===== config.mk =====
export PLATFORM = sky130hd
export DESIGN_NAME = thread_engine_top
export DESIGN_NICKNAME = d
export VERILOG_FILES = /design/src/verilog/obi_pkg.sv /design/src/verilog/thread_pkg.sv /design/src/verilog/thread_dispatcher.sv /design/src/verilog/thread_engine.sv /design/src/verilog/thread_engine_top.sv
export SDC_FILE = /design/constraint.sdc
export NUM_CORES = 1
export LEC_CHECK = 0
export BUFFER_PORTS_ARGS = -buffer_cell sky130_fd_sc_hd__buf_2
export CAP_MARGIN = 40
export CORE_MARGIN = 4
export CORE_UTILIZATION = 50
export CTS_CLUSTER_DIAMETER = 100
export DETAILED_ROUTE_END_ITERATION = 8
export HOLD_SLACK_MARGIN = 0.12
export PLACE_DENSITY = 0.76
export SETUP_SLACK_MARGIN = 0.5
export SYNTH_ARGS = -nofsm -noshare
export SYNTH_HDL_FRONTEND = slang
export SYNTH_SLANG_ARGS = --single-unit

===== constraint.sdc =====
create_clock -name clk_i -period 8.11 [get_ports clk_i]
set_input_delay 0.4055 -clock clk_i [delete_from_list [all_inputs] [get_ports clk_i]]
set_output_delay 0.4055 -clock clk_i [all_outputs]
set_load 0.05 [all_outputs]

===== src/verilog/obi_pkg.sv =====
/*
 * OBI bus definitions
 * Widths and the request and response channel structs of the register bus
 */
`default_nettype none

package obi_pkg;

    // Bus widths
    localparam int unsigned ObiAddrWidth = 32;
    localparam int unsigned ObiDataWidth = 32;
    localparam int unsigned ObiIdWidth   = 4;

    // Address phase payload
    typedef struct packed {
        logic [ObiAddrWidth-1:0]   addr;
        logic                      we;
        logic [ObiDataWidth/8-1:0] be;
        logic [ObiDataWidth-1:0]   wdata;
        logic [ObiIdWidth-1:0]     aid;
    } obi_a_chan_t;

    typedef struct packed {
        logic        req;
        obi_a_chan_t a;
    } obi_req_t;

    // Response phase payload
    typedef struct packed {
        logic [ObiDataWidth-1:0] rdata;
        logic [ObiIdWidth-1:0]   rid;
        logic                    err;
    } obi_r_chan_t;

    typedef struct packed {
        logic        gnt;
        logic        rvalid;
        obi_r_chan_t r;
    } obi_rsp_t;

endpackage

`default_nettype wire


===== src/verilog/thread_pkg.sv =====
/*
 * Thread launch definitions
 * Launch widths, register map, status layout and launch structs
 */
`default_nettype none

package thread_pkg;

    // Launch widths
    localparam int unsigned PcWidth        = 16;
    localparam int unsigned AddrWidth      = 32;
    localparam int unsigned TblockIdxBits  = 8;
    localparam int unsigned TblockSizeBits = 4;
    localparam int unsigned TgroupIdBits   = 8;

    typedef logic [PcWidth-1:0]        pc_t;
    typedef logic [AddrWidth-1:0]      addr_t;
    typedef logic [TblockIdxBits-1:0]  tblock_idx_t;
    typedef logic [TblockSizeBits-1:0] tblock_size_t;
    typedef logic [TgroupIdBits-1:0]   tgroup_id_t;

    // ######################################
    // Register map
    // ######################################

    // Word index taken from address bits 5..2
    localparam int unsigned RegIdxLsb = 2;
    localparam int unsigned RegIdxMsb = 5;

    typedef logic [RegIdxMsb-RegIdxLsb:0] reg_idx_t;

    localparam reg_idx_t RegPc         = 4'd0;
    localparam reg_idx_t RegDpAddr     = 4'd1;
    localparam reg_idx_t RegNumTblocks = 4'd2;
    localparam reg_idx_t RegTgroupId   = 4'd3;
    localparam reg_idx_t RegTblockSize = 4'd4;
    localparam reg_idx_t RegStatus     = 4'd5;

    // Status word layout
    localparam int unsigned StatStart     = 0;
    localparam int unsigned StatRunning   = 1;
    localparam int unsigned StatFinished  = 2;
    localparam int unsigned StatInorder   = 3;
    localparam int unsigned StatFinCntLsb = 4;
    localparam int unsigned StatFinCntMsb = 11;
    localparam int unsigned StatDispLsb   = 24;
    localparam int unsigned StatDispMsb   = 31;

    // ######################################
    // Launch structs
    // ######################################

    // Configuration handed to the dispatcher
    typedef struct packed {
        pc_t          pc;
        addr_t        dp_addr;
        tblock_idx_t  num_tblocks;
        tgroup_id_t   tgroup_id;
        tblock_size_t tblock_size;
    } launch_cfg_t;

    // Payload that goes with each warp allocation
    typedef struct packed {
        pc_t          pc;
        addr_t        dp_addr;
        tblock_size_t tblock_size;
        tblock_idx_t  tblock_idx;
        tgroup_id_t   tgroup_id;
    } warp_alloc_t;

endpackage

`default_nettype wire

===== src/verilog/thread_dispatcher.sv =====
/*
 * Thread block dispatcher
 * Walks the blocks of one launch and issues one block per free warp
 */
`default_nettype none

module thread_dispatcher
    import thread_pkg::*;
(
    // Clock and reset
    input  logic        clk_i,
    input  logic        rst_n_i,

    // Launch handshake with the engine
    input  logic        start_i,
    input  launch_cfg_t cfg_i,
    output logic        ready_o,

    // Allocation towards the clusters
    input  logic        warp_free_i,
    output logic        allocate_warp_o,
    output warp_alloc_t allocate_o,

    // Blocks issued so far in this launch
    output tblock_idx_t dispatched_o
);

    // ######################################
    // State
    // ######################################

    // Busy while blocks of a launch remain
    logic        busy_q;

    // Launch as seen at acceptance
    launch_cfg_t launch_q;

    // Index of the next block to issue
    tblock_idx_t idx_q;

    logic        accept;
    logic        issue;
    logic        last_blk;

    // ######################################
    // Handshakes
    // ######################################

    // Only take a new launch when idle
    assign ready_o  = !busy_q;
    assign accept   = start_i && !busy_q;

    // One block per cycle with a free warp
    assign issue    = busy_q && warp_free_i;
    assign last_blk = (idx_q == launch_q.num_tblocks - tblock_idx_t'(1));

    assign allocate_warp_o = issue;

    // Index doubles as the issued count
    assign dispatched_o = idx_q;

    // Allocation payload from the latched launch
    always_comb begin
        allocate_o.pc          = launch_q.pc;
        allocate_o.dp_addr     = launch_q.dp_addr;
        allocate_o.tblock_size = launch_q.tblock_size;
        allocate_o.tblock_idx  = idx_q;
        allocate_o.tgroup_id   = launch_q.tgroup_id;
    end

    // ######################################
    // Sequential logic
    // ######################################

    always_ff @(posedge clk_i) begin
        if (!rst_n_i) begin
            busy_q <= 1'b0;
            idx_q  <= '0;
        end else if (accept) begin
            // Fresh launch starts at block zero
            busy_q <= 1'b1;
            idx_q  <= '0;
        end else if (issue) begin
            idx_q <= idx_q + tblock_idx_t'(1);
            // Back to idle once the last block is out
            if (last_blk) begin
                busy_q <= 1'b0;
            end
        end
    end

    // Launch copy
    always_ff @(posedge clk_i) begin
        if (accept) begin
            launch_q <= cfg_i;
        end
    end

    // ######################################
    // Assertions
    // ######################################

    // Every block of the launch is out before going idle
    a_all_issued : assert property (
        @(posedge clk_i) disable iff (!rst_n_i)
        $fell(busy_q) |-> (idx_q == launch_q.num_tblocks)
    ) else $error("dispatcher went idle with blocks left");

    // Issued index must stay inside the launch
    a_idx_in_range : assert property (
        @(posedge clk_i) disable iff (!rst_n_i)
        allocate_warp_o |-> (allocate_o.tblock_idx < launch_q.num_tblocks)
    ) else $error("block index beyond the launch block count");

endmodule

`default_nettype wire


===== src/verilog/thread_engine.sv =====
/*
 * Thread engine
 * OBI register file, launch control and completion counting around the dispatcher
 */
`default_nettype none

module thread_engine
    import obi_pkg::*;
    import thread_pkg::*;
(
    // Clock and reset
    input  logic        clk_i,
    input  logic        rst_n_i,

    // Register bus
    input  obi_req_t    obi_req_i,
    output obi_rsp_t    obi_rsp_o,

    // Cluster control
    output logic        flush_ic_o,
    output logic        inorder_execution_o,

    // Warp allocation
    input  logic        warp_free_i,
    output logic        allocate_warp_o,
    output warp_alloc_t allocate_o,

    // Block completion reports
    output logic        tblock_done_ready_o,
    input  logic        tblock_done_i,
    input  tgroup_id_t  tblock_done_id_i
);

    // ######################################
    // Signals
    // ######################################

    // Launch flags
    logic        start_q,    start_d;
    logic        running_q,  running_d;
    logic        finished_q, finished_d;
    logic        inorder_q,  inorder_d;

    // Completed blocks of the current group
    tblock_idx_t fin_cnt_q, fin_cnt_d;

    // Launch configuration
    launch_cfg_t cfg_q, cfg_d;

    // Registered bus response
    logic        rvalid_q;
    obi_r_chan_t r_q, r_d;

    // Decoded register and assembled status
    reg_idx_t                reg_idx;
    logic [ObiDataWidth-1:0] status_word;

    // Dispatcher side
    logic        disp_ready;
    tblock_idx_t disp_cnt;
    logic        done_hit;

    // ######################################
    // Decode and status
    // ######################################

    assign reg_idx = obi_req_i.a.addr[RegIdxMsb:RegIdxLsb];

    always_comb begin
        status_word                            = '0;
        status_word[StatStart]                 = start_q;
        status_word[StatRunning]               = running_q;
        status_word[StatFinished]              = finished_q;
        status_word[StatInorder]               = inorder_q;
        status_word[StatFinCntMsb:StatFinCntLsb] = fin_cnt_q;
        status_word[StatDispMsb:StatDispLsb]   = disp_cnt;
    end

    // Reports only count while running and after the launch is handed off
    assign tblock_done_ready_o = running_q && !start_q;
    assign done_hit = tblock_done_i && tblock_done_ready_o &&
                      (tblock_done_id_i == cfg_q.tgroup_id);

    // ######################################
    // Register file and launch control
    // ######################################

    always_comb begin
        start_d    = start_q;
        running_d  = running_q;
        finished_d = finished_q;
        inorder_d  = inorder_q;
        fin_cnt_d  = fin_cnt_q;
        cfg_d      = cfg_q;

        // Writes answer with zero data
        r_d     = '0;
        r_d.rid = obi_req_i.a.aid;

        if (obi_req_i.req) begin
            case (reg_idx)
                RegPc: begin
                    if (!obi_req_i.a.we) begin
                        r_d.rdata[PcWidth-1:0] = cfg_q.pc;
                    end else if (!running_q) begin
                        cfg_d.pc = obi_req_i.a.wdata[PcWidth-1:0];
                    end
                end
                RegDpAddr: begin
                    if (!obi_req_i.a.we) begin
                        r_d.rdata[AddrWidth-1:0] = cfg_q.dp_addr;
                    end else if (!running_q) begin
                        cfg_d.dp_addr = obi_req_i.a.wdata[AddrWidth-1:0];
                    end
                end
                RegNumTblocks: begin
                    if (!obi_req_i.a.we) begin
                        r_d.rdata[TblockIdxBits-1:0] = cfg_q.num_tblocks;
                    end else if (!running_q) begin
                        cfg_d.num_tblocks = obi_req_i.a.wdata[TblockIdxBits-1:0];
                    end
                end
                RegTgroupId: begin
                    if (!obi_req_i.a.we) begin
                        r_d.rdata[TgroupIdBits-1:0] = cfg_q.tgroup_id;
                    end else if (!running_q) begin
                        cfg_d.tgroup_id = obi_req_i.a.wdata[TgroupIdBits-1:0];
                    end
                end
                RegTblockSize: begin
                    if (!obi_req_i.a.we) begin
                        r_d.rdata[TblockSizeBits-1:0] = cfg_q.tblock_size;
                    end else if (!running_q) begin
                        cfg_d.tblock_size = obi_req_i.a.wdata[TblockSizeBits-1:0];
                    end
                end
                RegStatus: begin
                    if (!obi_req_i.a.we) begin
                        r_d.rdata = status_word;
                    end else if (!running_q && (cfg_q.num_tblocks != '0)) begin
                        // Status write kicks off a launch
                        start_d    = 1'b1;
                        running_d  = 1'b1;
                        finished_d = 1'b0;
                        fin_cnt_d  = '0;
                        // In-order flag from byte 0
                        if (obi_req_i.a.be[0]) begin
                            inorder_d = obi_req_i.a.wdata[0];
                        end
                    end
                end
                default: begin
                    r_d.err = 1'b1;
                end
            endcase
        end

        // Dispatcher took the launch
        if (start_q && disp_ready) begin
            start_d = 1'b0;
        end

        // Matching completion report
        if (done_hit) begin
            fin_cnt_d = fin_cnt_q + tblock_idx_t'(1);
            if (fin_cnt_d == cfg_q.num_tblocks) begin
                running_d  = 1'b0;
                finished_d = 1'b1;
            end
        end
    end

    // Grant in the same cycle and response one cycle later
    always_comb begin
        obi_rsp_o.gnt    = obi_req_i.req;
        obi_rsp_o.rvalid = rvalid_q;
        obi_rsp_o.r      = r_q;
    end

    // Flush the instruction cache as the launch is handed off
    assign flush_ic_o          = start_q && disp_ready;
    assign inorder_execution_o = inorder_q;

    // ######################################
    // Dispatcher
    // ######################################

    thread_dispatcher u_dispatcher (
        .clk_i           (clk_i),
        .rst_n_i         (rst_n_i),
        .start_i         (start_q),
        .cfg_i           (cfg_q),
        .ready_o         (disp_ready),
        .warp_free_i     (warp_free_i),
        .allocate_warp_o (allocate_warp_o),
        .allocate_o      (allocate_o),
        .dispatched_o    (disp_cnt)
    );

    // ######################################
    // Sequential logic
    // ######################################

    always_ff @(posedge clk_i) begin
        if (!rst_n_i) begin
            start_q    <= 1'b0;
            running_q  <= 1'b0;
            finished_q <= 1'b0;
            inorder_q  <= 1'b0;
            fin_cnt_q  <= '0;
            cfg_q      <= '0;
            rvalid_q   <= 1'b0;
        end else begin
            start_q    <= start_d;
            running_q  <= running_d;
            finished_q <= finished_d;
            inorder_q  <= inorder_d;
            fin_cnt_q  <= fin_cnt_d;
            cfg_q      <= cfg_d;
            rvalid_q   <= obi_req_i.req;
        end
    end

    // Response payload
    always_ff @(posedge clk_i) begin
        r_q <= r_d;
    end

    // ######################################
    // Assertions
    // ######################################

    // Every granted request gets its own response next cycle
    // Error flag set only for indices beyond the status register
    a_rsp_after_req : assert property (
        @(posedge clk_i) disable iff (!rst_n_i)
        obi_req_i.req |=> obi_rsp_o.rvalid &&
                          (obi_rsp_o.r.rid == $past(obi_req_i.a.aid)) &&
                          (obi_rsp_o.r.err == ($past(reg_idx) > RegStatus))
    ) else $error("missing, mistagged or misdecoded bus response");

    // A pending start always belongs to a running launch
    a_start_in_run : assert property (
        @(posedge clk_i) disable iff (!rst_n_i)
        start_q |-> running_q
    ) else $error("start pending outside a running launch");

    // Launch is either running or finished
    a_run_fin_excl : assert property (
        @(posedge clk_i) disable iff (!rst_n_i)
        !(running_q && finished_q)
    ) else $error("running and finished set together");

endmodule

`default_nettype wire


===== src/verilog/thread_engine_top.sv =====
/*
 * Thread engine top level
 * Bus and cluster boundary around the engine
 */
`default_nettype none

module thread_engine_top
    import obi_pkg::*;
    import thread_pkg::*;
(
    // Clock and reset
    input  logic        clk_i,
    input  logic        rst_n_i,

    // Host register bus
    input  obi_req_t    obi_req_i,
    output obi_rsp_t    obi_rsp_o,

    // Instruction cache flush and ordering mode
    output logic        flush_ic_o,
    output logic        inorder_execution_o,

    // Warp allocation to the cluster array
    input  logic        warp_free_i,
    output logic        allocate_warp_o,
    output warp_alloc_t allocate_o,

    // Completion reports from the cluster array
    output logic        tblock_done_ready_o,
    input  logic        tblock_done_i,
    input  tgroup_id_t  tblock_done_id_i
);

    // ######################################
    // Engine
    // ######################################

    // Cluster array attaches on the allocation and completion ports
    thread_engine u_engine (
        .clk_i               (clk_i),
        .rst_n_i             (rst_n_i),

        .obi_req_i           (obi_req_i),
        .obi_rsp_o           (obi_rsp_o),

        .flush_ic_o          (flush_ic_o),
        .inorder_execution_o (inorder_execution_o),

        .warp_free_i         (warp_free_i),
        .allocate_warp_o     (allocate_warp_o),
        .allocate_o          (allocate_o),

        .tblock_done_ready_o (tblock_done_ready_o),
        .tblock_done_i       (tblock_done_i),
        .tblock_done_id_i    (tblock_done_id_i)
    );

endmodule

`default_nettype wire


==> results of run 1 <==
-- layer usage --
layer	GRT usage, %	part of all wire, %
met5	0	0
met4	7.07	1.8
met3	5.48	7.4
met2	33.7	47
met1	26.7	44
-- cell type report --
class	instances	area (um2)	share of cell area, %
Tap cell	216	270	2.94
Multi-Input combinational cell	451	2800	30.5
Clock inverter	15	160	1.74
Timing Repair Buffer	177	930	10.1
Clock buffer	17	425	4.63
Inverter	6	22.5	0.245
Sequential cell	195	4580	49.9
-- cells by family after synthesis --
| logic type | count (synthesis) | synth area share (%) |
|---|---|---|
| buffers and inverters | 101 | 7.94 |
| and+or+nand+nor | 263 | 15.8 |
| AOI/OAI and AO/OA | 125 | 11.6 |
| adders and majority gates | 3 | 0.469 |
| muxes | 28 | 3.53 |
| xor gates and xnor gates | 32 | 3.50 |
| DFF | 195 | 57.2 |
-- sequential cells by signal, summed over array words and instances (netlist names), 8 cells and up --
register / count
u_engine.fin_cnt_q: 8
u_engine.obi_rsp_o: 37
u_engine.u_dispatcher.launch_q: 8
u_engine.cfg_q: 68
u_engine.u_dispatcher.dispatched_o: 8
u_engine.u_dispatcher.allocate_o: 60
-- power by group --
group / total, mW / internal (mW) / switching, mW
Clock: 0.813 / 0.413 / 0.400
Combinational: 0.0684 / 0.0246 / 0.0438
Sequential: 1.01 / 1.01 / 0.00297
Total: 1.89 / 1.45 / 0.447
-- layout by cell type (no fill, tap or decap), types with 3 or more instances in the layout --
cell type / synthesis / routed
dlygate4sd3_1: 0 / 4
edfxtp_1: 68 / 68
o21ai_0: 9 / 9
buf_2: 6 / 165
a22oi_1: 20 / 20
a21boi_0: 55 / 55
inv_8: 0 / 3
nor3_1: 5 / 5
nor2b_1: 29 / 29
a21oi_1: 13 / 13
mux2i_1: 26 / 26
inv_1: 6 / 6
and2_1: 14 / 14
buf_4: 64 / 7
dfxtp_1: 127 / 127
and2_2: 3 / 3
clkbuf_16: 0 / 17
inv_6: 0 / 3
nand2_1: 127 / 127
nand3_1: 12 / 12
and3_1: 4 / 4
ha_1: 3 / 3
clkinv_4: 0 / 5
nor3b_1: 3 / 3
xor2_1: 19 / 19
nor2_1: 45 / 43
a222oi_1: 8 / 8
xnor2_1: 13 / 13
a31oi_1: 5 / 5
-- worst reg2reg max path, stage by stage, from the launching register on --
cell and delay [ps]:
dfxtp_1 450, xor2_1 130, nor3_1 570, nand3_1 360, or3_1 440, a21boi_1 160
-- per-stage QoR --
stage	total power, mW	setup slack (ps)
detailed placement	1.10	5610
finish	1.89	5190
floorplan	1.07	3720
global placement	1.10	5620
global route	1.96	4990
CTS	1.91	5160
-- timing repair --
action                     4_1_cts  5_1_grt
setup endpoints to repair        0        0
hold buffers                     4        0
hold endpoints to repair         4        0
-- worst paths after layout --
path,start,end,cells past startpoint
worst max-delay path,u_engine.start_q$_SDFFE_PP0P_,flush_ic_o,4
worst min-delay path,obi_req_i[31],u_engine.cfg_q[47]$_SDFFE_PN0P_,3
worst max register to register,u_engine.cfg_q[5]$_SDFFE_PN0P_,u_engine.fin_cnt_q[6]$_SDFFE_PN0P_,5
worst min register to register,u_engine.cfg_q[43]$_SDFFE_PN0P_,u_engine.u_dispatcher.allocate_o[43]$_DFFE_PP_,0
==> out/metrics.yaml, run 1 <==
outcome:
  status: "finished clean"
synth:
  seq_area_frac_synth_pct: 57.2
  synth_area_um2: 8010
  syn_area_per_cell_um2: 10.7
  ys.flop_type: "dfxtp_1"
  synth_common_cells: "dfxtp_1 (127), nand2_1 (127), edfxtp_1 (68)"
  synth_area_leaders: "dfxtp_1 (32%), edfxtp_1 (25%), buf_4 (6.0%)"
  synth_edf_count: 68
  async_flop_share_pct: 0
  synth_cell_type_count: 56
  yosys_warnings: 0
  synth_top_area_share_pct: 31.7
  synth.ff_latch_count: 195
  synth_top_cell_by_area: "dfxtp_1"
  synth_nets: 836
  synthCells: 747
routing:
  via_per_inst: 5.25
  drt-total-wl_mm: 18.7
  wl_per_cell_um: 17.3
  drt_pass1_iterations: 6
  drt_iter0_drc: 351
  drcViolationCount: 0
  antenna_left: 0
  num_vias: 5649
clocking:
  cts_tree: "yes"
  clk_latency_ps: 440
  clock_sinks: 195
  ctsLongestPathBuffers: 2
  cts_setup_buffers: 0
  h-tree-depth: 4
  clock-root-buffer: "clkbuf_16"
  cts_resized: 0
  numCtsBuffers: 17
  cts.clk_slew.worst_paths_ps: 70
setup_path:
  arrival_ps: 2510
  path_max_fanout: 50
  cp_top_family: "buffers and inverters"
  rrSetupSlack_ps: 5940
  required_ps: 7700
  worstSetupPathType: "flip-flop to primary output"
  startpoint_type: "flip-flop"
  cp-end-kind: "primary output"
  worstPathCellList: "inv_1, nor2_4, buf_4, buf_2"
  path_buf_inv: 3
  critPathSlowestCell: "buf_4"
  max_stage_delay_ps: 660
grt:
  grt_pass1_wl_mm: 28.6
  grt_start_max_net_pins: 83
  track_usage_pct: 20.6
  grt_pass1_vias: 5376
  antenna_found_initial: 0
  grt_remaining_overflow: 0
placement:
  port_buffers: 165
  hpwl_mm: 12.8
  placed_cells: 1041
  place_area_um2: 8570
  gp_congestion: 0.888
timing:
  tns_ps: 0
  timing.final.crit_period_ps: 2920
  fin_crit_sh_pct: 36.0
  max_freq_ghz: 0.343
  clock_skew_ps: 10.3
  fin_hold_ws_ps: 216
  grt_setup_unrepaired: "no"
  drv_slew: 0
  setup_viol: 0
  hold_violations: 0
  slew_headroom_pct: 44.1
  tightest_slew_ps: 838
worst_hold_path:
  hold_path.class: "input port to flip-flop"
pwr:
  powerDensity_nw_per_um2: 206
  p_leak_nw: 3.25
  vdd_drop_max_v: 0.000139
floorplanning:
  rows: 46
  coreArea_um2: 15800
  die_area_um2: 18100
  die_w_um: 135
  fp.dieH_um: 135
  ios: 197
  start_util_pct: 50.8
final_layout:
  finalNonFillerCells: 1077
  fillCellCount: 1360
  design_area_um2: 9190
  layout-drive-gt1-share_pct: 25.6
  num_antenna_cells: 0
  area.growth.synth_to_final_pct: 14.8
  fin_nets: 937
  finish.utilization_pct: 58.3
job:
  maxCapViolCount: 0
Power figures use the tool's default switching activity.
==> inputs of run 2 (changes only) <==
==> constraint.sdc (replaced) <==
create_clock -name clk_i -period 3 [get_ports clk_i]
set_input_delay 0.15 -clock clk_i [delete_from_list [all_inputs] [get_ports clk_i]]
set_output_delay 0.15 -clock clk_i [all_outputs]
set_load 0.05 [all_outputs]
==> out/metrics.yaml, run 2 (synthesized netlist as in run 1, its figures left out) <==
outcome:
  status: "finished clean"
routing:
  drt_iter0_drc: 420  # +20%
  num_vias: 5803  # +2.7%
  drt-total-wl_mm: 19.3  # +3.6%
  drt_pass1_iterations: 6  # unchanged
  via_per_inst: 5.20  # -0.77%
  wl_per_cell_um: 17.3  # +0.10%
  antenna_left: 0  # unchanged
  drcViolationCount: 0  # unchanged
setup_path:
  arrival_ps: 2570  # +60 ps
  path_max_fanout: 5  # -90%
  worstSetupPathType: "flip-flop to flip-flop"
  required_ps: 3350  # -4350 ps
  startpoint_type: "flip-flop"
  cp-end-kind: "flip-flop"
pwr:
  p_leak_nw: 3.39  # +4.3%
  internal_power_mw: 3.91  # +170%
  powerDensity_nw_per_um2: 531  # +160%
  power_mw: 5.08  # +170%
  p_sw_mw: 1.16  # +160%
  pwr-share-comb_pct: 4.4  # +0.8 points
  sequentialPowerShare_pct: 53.9  # +0.5 points
  swShare_pct: 22.9  # -0.74 points
  clkPwrFrac_pct: 41.7  # -1.3 points
  vdd_drop_max_v: 0.000393  # +180%
grt:
  antenna_found_initial: 0  # unchanged
  grt_pass1_vias: 5608  # +4.3%
  grt_pass1_wl_mm: 29.9  # +4.4%
  grt_use_met2_pct: 36.1  # +2.5 points
  grt-busiest-layer: "met2"
  grt_util_met3_pct: 4.62  # -0.86 points
  grt_remaining_overflow: 0  # unchanged
  grt_use_met1_pct: 27.0  # +0.23 points
  grt_start_max_net_pins: 47  # -43%
  track_usage_pct: 21.2  # +0.58 points
timing:
  tns_ps: 0  # unchanged
  timing.final.crit_period_ps: 2210
  grt_setup_unrepaired: "no"
  hold_violations: 0  # unchanged
  slew_headroom_pct: 47.6  # +3.5 points
  drv_slew: 0  # unchanged
  fin_crit_sh_pct: 73.8
  max_freq_ghz: 0.452
  clock_skew_ps: 9.27  # -1.06 ps
  setup_viol: 0  # unchanged
  tightest_slew_ps: 784  # -54.7 ps
  fin_hold_ws_ps: 132  # -84.0 ps
clocking:
  clk_latency_ps: 430  # about the same
  cts_tree: "yes"
  h-tree-depth: 4  # unchanged
  cts_resized: 0  # unchanged
  numCtsBuffers: 17  # unchanged
  clock-root-buffer: "clkbuf_16"
  clock_sinks: 195  # unchanged
  ctsLongestPathBuffers: 2  # unchanged
  cts.clk_slew.worst_paths_ps: 70  # about the same
final_layout:
  largest_reg_flops: 68  # unchanged
  top_register: "u_engine.cfg_q"
  area.growth.synth_to_final_pct: 19.4
  layout.cells.most_common: "buf_2"
  num_antenna_cells: 0  # unchanged
  layout_common_cells: "buf_2 (165), nand2_1 (127), dfxtp_1 (127)"
  fin_nets: 975  # +4.1%
  layout-drive-gt1-share_pct: 24.5  # -1.1 points
job:
  maxCapViolCount: 0  # unchanged
floorplanning:
  fp.dieH_um: 135  # unchanged
  die_area_um2: 18100  # unchanged
  start_util_pct: 50.8  # unchanged
  rows: 46  # unchanged
  die_w_um: 135  # unchanged
  ios: 197  # unchanged
  coreArea_um2: 15800  # unchanged
placement:
  hpwl_mm: 13.0  # +2.1%
  port_buffers: 165  # unchanged
  gp_congestion: 0.883  # -0.64%
worst_hold_path:
  hold_path.class: "input port to flip-flop"
[run 2: final timing paths]
path | end | depth (start not counted) | start | slack (ps)
setup / recovery | u_engine.inorder_execution_o$_SDFFE_PN0P_ | 5 | u_engine.running_q$_SDFF_PN0_ | 790
hold / removal | u_engine.obi_rsp_o[0]$_SDFF_PN0_ | 3 | obi_req_i[46] | 130
setup reg to reg | u_engine.inorder_execution_o$_SDFFE_PN0P_ | 5 | u_engine.running_q$_SDFF_PN0_ | 790
hold reg to reg | u_engine.u_dispatcher.allocate_o[40]$_DFFE_PP_ | 0 | u_engine.cfg_q[40]$_SDFFE_PN0P_ | 460
[run 2: final cells by class]
class	instances	area [um2]
inverters	6	22.5
clock buffers	19	433
fillers	1314	6210
multi-input cells	451	2800
flip-flops and latches	195	4580
clock inverters	13	124
repair buffers	215	1330
well taps	216	270
[run 2: routing by layer]
layer  up-vias  wire [um]
met5         -          0
met1      2732       8290
li1       2801          -
met4         0        369
met2       240       9380
met3        30       1310
[run 2: power groups by stage]
| stage | registers [mW] | logic (mW) | clock network, mW |
|---|---|---|---|
| finish | 2.74 | 0.221 | 2.12 |
| global route | 2.74 | 0.237 | 2.26 |
| CTS | 2.74 | 0.221 | 2.14 |
| detailed placement | 2.80 | 0.180 | 0 |
| global placement | 2.80 | 0.178 | 0 |
| floorplan | 2.81 | 0.0870 | 0 |
[run 2: worst max-delay path, cell delays in order (launching register included)]
cell,delay (ps)
dfxtp_1,340
nand3b_1,340
a211oi_1,610
nand3_1,130
dlygate4sd3_1,570
a21boi_0,140
[run 2: what timing repair did]
action,CTS,global route
setup endpoints to repair,0,0
hold buffers,40,0
buffers inserted,0,0
endpoints found under the hold margin,74,0
[run 2: through the flow]
step	worst slack [ps]	cell area, um2	util (%)	instances
floorplan	873	8020	-	747
global placement	985	8600	54.5	1043
detailed placement	936	8600	54.5	1043
CTS	811	9560	60.6	1115
global route	588	9560	60.6	1115
finish	786	9560	60.6	1115
==> inputs of run 3 (changes only) <==
==> constraint.sdc (replaced) <==
create_clock -name clk_i -period 2.3 [get_ports clk_i]
set_input_delay 0.115 -clock clk_i [delete_from_list [all_inputs] [get_ports clk_i]]
set_output_delay 0.115 -clock clk_i [all_outputs]
set_load 0.05 [all_outputs]
==> out/metrics.yaml, run 3 (synthesized netlist as in run 1, its figures left out) <==
pwr:
  p_leak_nw: 3.57  # +5.2%
  powerDensity_nw_per_um2: 691  # +30%
  sequentialPowerShare_pct: 52.3  # -1.6 points
  swShare_pct: 21.9  # -0.95 points
  vdd_drop_max_v: 0.000512  # +30%
  pwr-share-comb_pct: 4.5  # about the same
  clkPwrFrac_pct: 43.1  # +1.4 points
  internal_power_mw: 5.32  # +36%
  p_sw_mw: 1.49  # +29%
setup_path:
  path_max_fanout: 6  # +1
  required_ps: 2680  # -670 ps
  arrival_ps: 2120  # -450 ps
  worstSetupPathType: "flip-flop to flip-flop"
  critPathSlowestCell: "dfxtp_4"
  cp-end-kind: "flip-flop"
  startpoint_type: "flip-flop"
  worstPathCellList: "and4_4, nand4_1, o32a_1, a2111oi_4, o21a_1"
  max_stage_delay_ps: 400  # -210 ps
routing:
  num_vias: 5987  # +3.2%
  drt-total-wl_mm: 20.2  # +4.6%
  drt_pass1_iterations: 5  # -1
  drcViolationCount: 0  # unchanged
  drt_iter0_drc: 468  # +11%
  antenna_left: 0  # unchanged
  wl_per_cell_um: 17.7  # +2.2%
  via_per_inst: 5.25  # +0.82%
floorplanning:
  rows: 46  # unchanged
  die_area_um2: 18100  # unchanged
  coreArea_um2: 15800  # unchanged
  ios: 197  # unchanged
  die_w_um: 135  # unchanged
  fp.dieH_um: 135  # unchanged
  start_util_pct: 50.8  # unchanged
final_layout:
  layout_common_cells: "buf_2 (165), nand2_1 (126), dfxtp_1 (124)"
  largest_reg_flops: 68  # unchanged
  area.growth.synth_to_final_pct: 23.1
  layout.cells.most_common: "buf_2"
  finish.utilization_pct: 62.5  # +1.9 points
  layout-drive-gt1-share_pct: 28.3  # +3.9 points
  top_register: "u_engine.cfg_q"
  fin_nets: 1001  # +2.7%
  num_antenna_cells: 0  # unchanged
timing:
  clock_skew_ps: 5.39  # -3.88 ps
  tns_ps: 0  # unchanged
  timing.final.crit_period_ps: 1750  # -466 ps
  grt_setup_unrepaired: "yes"
  fin_crit_sh_pct: 76.0  # +2.2 points
  hold_violations: 0  # unchanged
  setup_viol: 0  # unchanged
  tightest_slew_ps: 635  # -148 ps
  slew_headroom_pct: 57.4  # +9.7 points
  max_freq_ghz: 0.572  # +27%
  drv_slew: 0  # unchanged
  fin_hold_ws_ps: 141  # +8.48 ps
grt:
  grt_pass1_vias: 5719  # +2.0%
  grt_remaining_overflow: 0  # unchanged
  antenna_found_initial: 0  # unchanged
  grt_start_max_net_pins: 72  # +53%
  track_usage_pct: 21.6  # +0.46 points
  grt_pass1_wl_mm: 30.4  # +1.7%
placement:
  port_buffers: 165  # unchanged
  gp_congestion: 0.900  # +1.9%
  hpwl_mm: 13.5  # +3.9%
worst_hold_path:
  hold_path.class: "input port to flip-flop"
job:
  maxCapViolCount: 0  # unchanged
clocking:
  numCtsBuffers: 17  # unchanged
  clock-root-buffer: "clkbuf_16"
  cts_tree: "yes"
  cts.clk_slew.worst_paths_ps: 70  # about the same
  ctsLongestPathBuffers: 2  # unchanged
  clock_sinks: 195  # unchanged
  clk_latency_ps: 430  # about the same
  h-tree-depth: 4  # unchanged
outcome:
  status: "finished clean"
run 3: area by class of cell:
| cell class | count | area (um2) |
|---|---|---|
| sequential | 195 | 4590 |
| inverter | 6 | 22.5 |
| fill | 1278 | 5910 |
| clock inverter | 13 | 150 |
| clock buffer | 19 | 433 |
| timing repair buffer | 241 | 1520 |
| tap | 216 | 270 |
| multi-input combinational | 451 | 2870 |
run 3: worst max-delay path: cells and delay by family, from the launching register on:
kind / cells / cell delay (ps)
AOI/OAI and AO/OA: 3 / 930
and+or+nand+nor: 2 / 360
DFF: 1 / 400
run 3: timing repair:
action / 4_1_cts / 5_1_grt
setup buffers: 3 / 3
endpoints found under the hold margin: 77 / 0
hold buffers: 41 / 0
setup endpoints to repair: 11 / 27
gates resized for setup: 9 / 11
pin swaps: 2 / 1
run 3: final timing paths:
| path | start | to | slack (ps) | cells after the start |
|---|---|---|---|---|
| setup / recovery | u_engine.fin_cnt_q[0]$_SDFFE_PN0P_ | u_engine.finished_q$_SDFF_PN0_ | 550 | 5 |
| hold / removal | obi_req_i[40] | u_engine.running_q$_SDFF_PN0_ | 140 | 4 |
| setup reg to reg | u_engine.fin_cnt_q[0]$_SDFFE_PN0P_ | u_engine.finished_q$_SDFF_PN0_ | 550 | 5 |
| hold reg to reg | u_engine.cfg_q[40]$_SDFFE_PN0P_ | u_engine.u_dispatcher.allocate_o[40]$_DFFE_PP_ | 450 | 0 |
run 3: power groups by stage:
| stage | clock network [mW] | registers [mW] | logic, mW |
|---|---|---|---|
| detailed placement | 0 | 3.65 | 0.245 |
| finish | 2.94 | 3.57 | 0.308 |
| global placement | 0 | 3.65 | 0.244 |
| global route | 3.12 | 3.57 | 0.327 |
| floorplan | 0 | 3.66 | 0.113 |
| CTS | 2.98 | 3.57 | 0.303 |
run 3: stage by stage:
| stage | cells | setup WS [ps] | power [mW] | cell area, um2 |
|---|---|---|---|---|
| final | 1141 | 553 | 6.81 | 9860 |
| after CTS | 1138 | 488 | 6.85 | 9810 |
| after global placement | 1062 | 366 | 3.89 | 8750 |
| after floorplan | 747 | 261 | 3.78 | 8020 |
| after detailed placement | 1062 | 322 | 3.89 | 8750 |
| after global routing | 1141 | 462 | 7.01 | 9860 |
run 3: routing by layer:
metal | wire (um) | global-route usage, %
met1 | 8860 | 28.3
met2 | 9560 | 35.3
met3 | 1330 | 5.10
met4 | 480 | 7.92
met5 | 0 | 0
